`config.mk`:
```
export PLATFORM = sky130hd
export DESIGN_NAME = tlb_top
export DESIGN_NICKNAME = d
export VERILOG_FILES = /design/src/verilog/loongarch_pkg.sv /design/src/verilog/tlb_pkg.sv /design/src/verilog/tlb_store.sv /design/src/verilog/tlb_lookup.sv /design/src/verilog/tlb_top.sv
export SDC_FILE = /design/constraint.sdc
export NUM_CORES = 2
export LEC_CHECK = 0
export ABC_CLOCK_PERIOD_IN_PS = 8700
export BUFFER_PORTS_ARGS = -buffer_cell sky130_fd_sc_hd__clkbuf_2
export CAP_MARGIN = 15
export CORE_MARGIN = 10
export CORE_UTILIZATION = 48
export DETAILED_ROUTE_END_ITERATION = 6
export HOLD_SLACK_MARGIN = 0.02
export MAX_ROUTING_LAYER = met4
export PLACE_DENSITY = 0.67
export SLEW_MARGIN = 30
export SYNTH_ARGS = -nofsm -noshare
export SYNTH_HDL_FRONTEND = slang
export SYNTH_SLANG_ARGS = --single-unit
export TNS_END_PERCENT = 50
```
`constraint.sdc`:
```
create_clock -name aclk -period 8.7 [get_ports aclk]
set_input_delay 2.61 -clock aclk [delete_from_list [all_inputs] [get_ports aclk]]
set_output_delay 2.61 -clock aclk [all_outputs]
set_load 0.005 [all_outputs]
```
`src/verilog/loongarch_pkg.sv`:
```
`default_nettype none

package loongarch_pkg;

    // page size codes as carried in the ps field of an entry
    localparam int unsigned ps_4k = 12;
    localparam int unsigned ps_2m = 21;

    // privilege levels, plv0 is the most privileged
    typedef enum logic [1:0] {
        plv0 = 2'd0,
        plv1 = 2'd1,
        plv2 = 2'd2,
        plv3 = 2'd3
    } plv_e;

    // memory access types
    // suc strongly-ordered uncached, cc coherent cached, wuc weakly-ordered uncached
    typedef enum logic [1:0] {
        mat_suc  = 2'd0,
        mat_cc   = 2'd1,
        mat_wuc  = 2'd2,
        mat_rsvd = 2'd3
    } mat_e;

    // invtlb opcodes, anything above 6 is undefined
    typedef enum logic [4:0] {
        inv_all0      = 5'd0,
        inv_all1      = 5'd1,
        inv_global    = 5'd2,
        inv_nonglobal = 5'd3,
        inv_asid      = 5'd4,
        inv_asid_va   = 5'd5,
        inv_gasid_va  = 5'd6
    } invtlb_op_e;

endpackage

`default_nettype wire

```
`src/verilog/tlb_pkg.sv`:
```
`default_nettype none

package tlb_pkg;

    import loongarch_pkg::*;

    // fully associative, one entry per even/odd page pair
    localparam int unsigned tlb_num   = 16;
    localparam int unsigned tlb_idx_w = $clog2(tlb_num);

    // field widths
    localparam int unsigned vppn_w = 19;
    localparam int unsigned asid_w = 10;
    localparam int unsigned ppn_w  = 20;

    // one half of a page pair
    typedef struct packed {
        logic [ppn_w-1:0] ppn;
        plv_e             plv;
        mat_e             mat;
        logic             d;
        logic             v;
    } tlb_page_t;

    // full entry, page0 is the even page and page1 the odd one
    typedef struct packed {
        logic              e;
        logic [vppn_w-1:0] vppn;
        logic [5:0]        ps;
        logic              g;
        logic [asid_w-1:0] asid;
        tlb_page_t         page0;
        tlb_page_t         page1;
    } tlb_entry_t;

    // search request, shared by fetch, load/store and invtlb
    typedef struct packed {
        logic [vppn_w-1:0] vppn;
        logic              va_bit12;
        logic [asid_w-1:0] asid;
    } tlb_search_req_t;

    // search result, all zero on a miss
    typedef struct packed {
        logic                 found;
        logic [tlb_idx_w-1:0] index;
        logic [ppn_w-1:0]     ppn;
        logic [5:0]           ps;
        plv_e                 plv;
        mat_e                 mat;
        logic                 d;
        logic                 v;
    } tlb_search_res_t;

endpackage

`default_nettype wire

```
`src/verilog/tlb_store.sv`:
```
`default_nettype none

module tlb_store
    import loongarch_pkg::*;
    import tlb_pkg::*;
(
    input  logic                           aclk,
    input  logic                           reset,

    // write port, tlbwr and tlbfill
    input  logic                           tlb_we,
    input  logic [tlb_idx_w-1:0]           w_index,
    input  tlb_entry_t                     w_entry,

    // read port, tlbrd
    input  logic [tlb_idx_w-1:0]           r_index,
    output tlb_entry_t                     r_entry,

    // invtlb, asid and vppn come from search port 1
    input  logic                           invtlb_valid,
    input  invtlb_op_e                     invtlb_op,
    input  tlb_search_req_t                inv_req,

    // whole array for the lookup units
    output tlb_entry_t [tlb_num-1:0]       entries
);

    tlb_entry_t [tlb_num-1:0] entry_q;

    // per-entry compare results against the invtlb request
    logic [tlb_num-1:0] asid_eq;
    logic [tlb_num-1:0] vppn_eq;
    logic [tlb_num-1:0] inv_hit;

    genvar gi;

    generate
        for (gi = 0; gi < tlb_num; gi++) begin : g_inv
            logic is_2m;

            assign is_2m      = entry_q[gi].ps == 6'(ps_2m);
            assign asid_eq[gi] = entry_q[gi].asid == inv_req.asid;

            // a 2 MB entry ignores the low 9 vppn bits
            assign vppn_eq[gi] = is_2m ?
                (entry_q[gi].vppn[vppn_w-1:9] == inv_req.vppn[vppn_w-1:9]) :
                (entry_q[gi].vppn == inv_req.vppn);

            always_comb begin
                case (invtlb_op)
                    inv_all0,
                    inv_all1: begin
                        inv_hit[gi] = 1'b1;
                    end
                    inv_global: begin
                        inv_hit[gi] = entry_q[gi].g;
                    end
                    inv_nonglobal: begin
                        inv_hit[gi] = !entry_q[gi].g;
                    end
                    inv_asid: begin
                        inv_hit[gi] = !entry_q[gi].g && asid_eq[gi];
                    end
                    inv_asid_va: begin
                        inv_hit[gi] = !entry_q[gi].g && asid_eq[gi] && vppn_eq[gi];
                    end
                    inv_gasid_va: begin
                        inv_hit[gi] = (entry_q[gi].g || asid_eq[gi]) && vppn_eq[gi];
                    end
                    // undefined opcodes leave the array alone
                    default: begin
                        inv_hit[gi] = 1'b0;
                    end
                endcase
            end
        end
    endgenerate

    // only the e bits are cleared on reset
    // write is placed last so it wins over a clear on the same edge
    always_ff @(posedge aclk) begin
        if (reset) begin
            for (int i = 0; i < tlb_num; i++) begin
                entry_q[i].e <= 1'b0;
            end
        end else begin
            if (invtlb_valid) begin
                for (int i = 0; i < tlb_num; i++) begin
                    if (inv_hit[i]) begin
                        entry_q[i].e <= 1'b0;
                    end
                end
            end
            if (tlb_we) begin
                entry_q[w_index] <= w_entry;
            end
        end
    end

    // read is combinational from the index
    assign r_entry = entry_q[r_index];

    assign entries = entry_q;

endmodule

`default_nettype wire

```
`src/verilog/tlb_lookup.sv`:
```
`default_nettype none

module tlb_lookup
    import loongarch_pkg::*;
    import tlb_pkg::*;
(
    input  tlb_entry_t [tlb_num-1:0] entries,
    input  tlb_search_req_t          req,
    output tlb_search_res_t          res
);

    logic [tlb_num-1:0]   match;
    logic                 hit;
    logic [tlb_idx_w-1:0] hit_idx;
    tlb_entry_t           hit_entry;
    logic                 hit_2m;
    logic                 page_sel;
    tlb_page_t            hit_page;

    genvar gi;

    generate
        for (gi = 0; gi < tlb_num; gi++) begin : g_match
            logic is_2m;
            logic asid_ok;
            logic vppn_ok;

            assign is_2m   = entries[gi].ps == 6'(ps_2m);
            assign asid_ok = entries[gi].g || (entries[gi].asid == req.asid);

            // bits 8 to 0 select within a 2 MB pair and take no part in the tag
            assign vppn_ok = is_2m ?
                (entries[gi].vppn[vppn_w-1:9] == req.vppn[vppn_w-1:9]) :
                (entries[gi].vppn == req.vppn);

            assign match[gi] = entries[gi].e && asid_ok && vppn_ok;
        end
    endgenerate

    assign hit = |match;

    // lowest matching index wins, so scan from the top down
    always_comb begin
        hit_idx = '0;
        for (int i = tlb_num - 1; i >= 0; i--) begin
            if (match[i]) begin
                hit_idx = tlb_idx_w'(i);
            end
        end
    end

    assign hit_entry = entries[hit_idx];
    assign hit_2m    = hit_entry.ps == 6'(ps_2m);

    // even or odd half of the pair
    assign page_sel = hit_2m ? req.vppn[8] : req.va_bit12;
    assign hit_page = page_sel ? hit_entry.page1 : hit_entry.page0;

    always_comb begin
        res = '0;
        if (hit) begin
            res.found = 1'b1;
            res.index = hit_idx;
            res.ppn   = hit_page.ppn;
            res.ps    = hit_entry.ps;
            res.plv   = hit_page.plv;
            res.mat   = hit_page.mat;
            res.d     = hit_page.d;
            res.v     = hit_page.v;
        end
    end

endmodule

`default_nettype wire

```
`src/verilog/tlb_top.sv`:
```
`default_nettype none

module tlb_top
    import loongarch_pkg::*;
    import tlb_pkg::*;
(
    input  logic                 aclk,
    input  logic                 reset,

    // search port 0, fetch
    input  tlb_search_req_t      s0_req,
    output tlb_search_res_t      s0_res,

    // search port 1, load/store and invtlb operands
    input  tlb_search_req_t      s1_req,
    output tlb_search_res_t      s1_res,

    // write port
    input  logic                 tlb_we,
    input  logic [tlb_idx_w-1:0] w_index,
    input  tlb_entry_t           w_entry,

    // read port
    input  logic [tlb_idx_w-1:0] r_index,
    output tlb_entry_t           r_entry,

    // invtlb
    input  logic                 invtlb_valid,
    input  invtlb_op_e           invtlb_op
);

    tlb_entry_t [tlb_num-1:0] entries;

    tlb_store u_store (
        .aclk         (aclk),
        .reset        (reset),
        .tlb_we       (tlb_we),
        .w_index      (w_index),
        .w_entry      (w_entry),
        .r_index      (r_index),
        .r_entry      (r_entry),
        .invtlb_valid (invtlb_valid),
        .invtlb_op    (invtlb_op),
        .inv_req      (s1_req),
        .entries      (entries)
    );

    // both lookups read the same array
    tlb_lookup u_lookup0 (
        .entries (entries),
        .req     (s0_req),
        .res     (s0_res)
    );

    tlb_lookup u_lookup1 (
        .entries (entries),
        .req     (s1_req),
        .res     (s1_res)
    );

endmodule

`default_nettype wire

```
**Word level (Yosys, flattened, before mapping)**

Cells that the tools add are included.

- Bitwise operators: 1
- Reductions and logical operators: 166
- Shift-type cells: 0
- Add/sub/neg operators: 0
- Multiply operators: 0
- Multiplexer cells: 144
- Equality and inequality tests: 120
- Order comparisons: 5
- Div/mod/pow operators: 0

Operator list:

| cell | count |
|---|---|
| bitwise mux 1424 bit | 1 |
| two-way mux 1424 bit | 1 |
| binary-select mux 89 bit (select 4 bit) | 3 |
| == test 10 bit | 64 |
| == test 19 bit | 32 |
| demux 89 bit (select 4 bit) | 1 |
| two-way mux 89 bit | 2 |
| two-way mux 69 bit | 2 |
| two-way mux 4 bit | 32 |
| logical AND 1 bit | 113 |
| == test 6 x 5 -> 1 bit, second input constant | 18 |
| one-hot mux 1 bit (6 select lines) | 16 |
| two-way mux 1 bit | 82 |
| two-way mux 37 bit | 2 |
| two-way mux 26 bit | 2 |
| logical OR 1 bit | 32 |
| OR reduction 16 bit | 2 |
| < comparator 4 x 5 -> 1 bit, second input constant | 4 |
| zero test 1 bit | 16 |
| == test 5 x 3 -> 1 bit, second input constant | 3 |
| == test 5 x 2 -> 1 bit, second input constant | 2 |
| == test 5 x 1 -> 1 bit, second input constant | 1 |
| zero test 5 bit | 1 |
| greater-or-equal comparator 4 x 1 -> 1 bit, second input constant | 1 |
| 3 further kinds | 3 |

- Bits in writable memories: 0
- Output and inout bits: 163
- Memories: 0
- Bits in latches: 0
- Bits in registers: 1424
- Logic and storage cells: 676
- Memory bits (read-only): 0
- Input port bits: 166

**Longest topological paths before layout**

- Word-level depth: 26
- Depth in mapped cells: 22
- Depth with buffers taken out: 15

**Modules after synthesis**

Synthesis repeated with hierarchy kept, for this count alone.

- Cell total of the unflattened synthesis: 7357
- Area, all modules: 93862.5 um^2

Modules (own cells, without submodules):

| module | instances | cells an instance | seq. area each (um^2) | area an instance (um^2) |
|---|---|---|---|---|
| tlb_store | 1 | 2943 | 42600.9 | 60215.3 |
| tlb_lookup | 2 | 2207 | 0.0 | 16823.6 |

**Least setup slack after synthesis**

Ideal clock, no wire load.

- Kind: input to output
- From: input port s1_req[7] (netlist bit)
- To: output port s1_res[0] (netlist bit)
- Path slack: -444 ps
- Data required time: 6090 ps
- Stages: 19
- Buffers on the path: 4
- Arrival time: 6534 ps
- Cell sequence: buf_4 > xor2_1 > nor4_2 > nand4_1 > a2111oi_4 > nor4b_1 > a211o_2 > a21o_1 > buf_6 > inv_8 > mux2_4 > a22oi_1 > nand4b_1 > nor4_4 > a31o_1 > buf_4 > buf_2 > nand3_1 > a21oi_1

RTL lines:

| what | line | text |
|---|---|---|
| start, declared | tlb_top.sv:15 | `input tlb_search_req_t s1_req,` |
| end, declared | tlb_top.sv:16 | `output tlb_search_res_t s1_res,` |

==> flow_summary.json <==
{
  "status": "finished, violations left",
  "violations": "design-rule violations, negative setup slack",
  "finalCritPeriodShare": 1.16,
  "synthesis.area_mm2": 0.0858,
  "syn-instance-count": 7124,
  "hold_viol_final": 0,
  "synth_compound_area_frac": 0.0725,
  "antenna_found_initial": 38,
  "synth.area.top_cells": "edfxtp_1 49%, mux4_2 12%, mux2i_1 6.1%",
  "r2r_cells": 8,
  "dr.pass1.iters": 7,
  "relSlewSlack": 0.254,
  "multiInputGateArea_mm2": 0.0427,
  "stdcell_count": 10600,
  "crit_type": "in -> out",
  "finalWorstSetupSlack_ns": -1.37,
  "hold_start": "u_store.entries[533]$_SDFF_PP0_",
  "numPortBuffers": 328,
  "synthFlopType": "edfxtp_1",
  "hold_depth": 2,
  "postRouteAntennaNets": 0,
  "io_pins": 329,
  "path_clk_slew_ns": 0.06,
  "regArea_mm2": 0.0426,
  "grt-busiest-layer": "met2",
  "totalWireLength_um": 368000,
  "regToRegSetupSlack_ns": 6.00,
  "die_h_um": 443,
  "die-area_mm2": 0.196,
  "synthMuxAreaShare": 0.185,
  "finalSetupViolCount": 65,
  "coreArea_mm2": 0.178,
  "drt-initial-drc-count": 10900,
  "clock_latency_ns": 0.85,
  "synth-xor-area-share": 0.0948,
  "ys_warn_count": 0,
  "ys_ff_latch": 1424,
  "hold_slack_ns": 0.521,
  "track_usage": 0.372,
  "cp.arrival_ns": 7.46,
  "crit_fanout": 8,
  "end_kind": "output port",
  "fin_nets": 8286,
  "rsz0062_at_grt": "yes",
  "initial_core_util": 0.482,
  "leakagePower_uw": 0.0393,
  "cts_tree": "yes",
  "syn_nets": 7290,
  "dpl.cell_count": 10200,
  "fin_tns_setup_ns": -66.39,
  "synth_area_leader_cell": "edfxtp_1",
  "cts-root-buf": "clkbuf_16",
  "power_density_mw_per_mm2": 151,
  "hold_path.class": "reg -> reg",
  "min_period_ns": 10.07,
  "synth_area_per_cell_um2": 12.0,
  "grt_util_met1": 0.470,
  "post_dp_cell_area_mm2": 0.0970,
  "grt_pass1_wl_um": 515000,
  "grt_pass1_vias": 68900,
  "cts.htree.levels": 4,
  "cts_sinks": 1424,
  "grt.overflow.total": 0,
  "area_growth_pct": 23.2,
  "holdPathEnd": "u_store.entries[533]$_SDFF_PP0_",
  "num_vias": 71100,
  "cp.required_ns": 6.09,
  "synth.most_common_cell": "edfxtp_1",
  "slew_violations": 0,
  "synthSimpleGateAreaFrac": 0.118,
  "maxCapViolCount": 0,
  "grt_max_degree": 96,
  "p_total_uw": 16000,
  "synth-edff-count": 1408,
  "final_cell_area_mm2": 0.106,
  "met2_usage": 0.548,
  "layout-drive-gt1-share": 0.301,
  "wire_per_inst_um": 34.6,
  "tightest_slew_ns": 1.12,
  "grt_use_met3": 0.0960,
  "seq_area_frac_synth": 0.496,
  "max_freq_ghz": 0.0993,
  "hold_buffers": 0,
  "synth_top_area_frac": 0.493,
  "clock_skew_ns": 0.0296,
  "rows": 155,
  "n_fill_cell": 14000,
  "place_congestion": 1.07,
  "cts.path.max_buffers": 3,
  "die_x_um": 443,
  "routed_via_density": 6.68,
  "cts_buffers": 159,
  "synth_top_family_by_area": "multiplexers",
  "startpoint_type": "primary input",
  "peakVddDrop_v": 0.000170,
  "synth_common_cells": "1408 x edfxtp_1, 775 x nand2_1, 557 x nor2_1",
  "ys_async_sr_fraction": 0,
  "crit_start": "s0_req[6]",
  "dp_hpwl_um": 247000,
  "r2r_end": "u_store.entries[1245]$_SDFF_PP0_",
  "synth_cell_types": 94,
  "drc_errors": 1,
  "synth_fa_ha_area_frac": 0
}
-- cell type report --
type                       instances  share of cell area
multi-input combinational       5100               0.403
sequential                      1424               0.403
timing repair buffer            1383               0.115
clock buffer                     191              0.0394
tap                             2355              0.0279
clock inverter                    98             0.00890
inverter                          52             0.00202
antenna                           35            0.000828
-- worst max-delay path, stage by stage --
cell and delay, ns:
buf_8 0.10, buf_12 0.13, buf_6 0.12, xnor2_2 0.15
nand4_1 0.24, o41ai_2 0.44, buf_4 0.25, and3_4 0.19
o211ai_1 0.12, a2111oi_4 0.43, o22ai_4 0.17, buf_6 0.15
buf_6 0.12, mux2i_2 0.20, nor3b_2 0.08, a31oi_2 0.26
buf_4 0.19, nand4_4 0.13, buf_6 0.16, o31a_4 0.43
clkbuf_16 0.19, o21ai_4 0.31, a21oi_2 0.09, buf_2 0.17
-- cell usage in the layout, fill, tap and decap left out, types with 66 or more instances in the layout --
| master | instances |
|---|---|
| a21oi_1 | 122 |
| a31oi_1 | 82 |
| and3_1 | 72 |
| buf_12 | 123 |
| buf_4 | 824 |
| buf_6 | 81 |
| clkbuf_16 | 170 |
| clkbuf_2 | 272 |
| edfxtp_1 | 1408 |
| mux2i_1 | 513 |
| mux4_2 | 445 |
| nand2_1 | 762 |
| nand3_1 | 316 |
| nand4_1 | 142 |
| nor2_1 | 536 |
| nor3_1 | 66 |
| nor4_1 | 67 |
| o21ai_0 | 250 |
| xnor2_1 | 437 |
| xor2_1 | 469 |
-- repair_timing --
item,4_1_cts,5_1_grt
setup buffers,71,52
endpoints found under the hold margin,0,0
setup endpoints to repair,68,68
cloned,9,7
resized for setup,304,258
pin swaps,112,112
-- cell families after synthesis --
kind of cell | Yosys count
simple gates | 2215
compound gates | 929
xor+xnor | 929
mux | 1026
flops | 1424
buf+inv | 601
-- per-stage QoR --
step / setup slack [ns] / utilization
floorplan: -0.281 / -
global placement: -1.79 / 0.544
detailed placement: -1.81 / 0.544
CTS: -1.15 / 0.585
global route: -1.41 / 0.593
finish: -1.37 / 0.593
-- worst max-delay path by stage --
stage               depth (start not counted)    endpoint  slack, ns
finish                                     24   s0_res[1]      -1.37
global route                               24   s0_res[1]      -1.41
CTS                                        23  s0_res[26]      -1.15
detailed placement                         25   s0_res[1]      -1.81
global placement                           23  s1_res[23]      -1.79
floorplan                                  19  s1_res[18]      -0.28
-- power breakdown --
group	total, uW	switching (uW)	internal, uW
Sequential	7710	87.1	7630
Combinational	1570	880	687
Clock	6740	2930	3820
Total	16000	3890	12100
-- per-layer routing --
metal / wire (um) / vias up / share of wire
met5: 0 / - / 0
met4: 24200 / 0 / 0.066
met3: 45300 / 1127 / 0.12
met2: 163000 / 5443 / 0.44
met1: 136000 / 35400 / 0.37
li1: - / 29100 / -
Power figures use the tool's default switching activity.
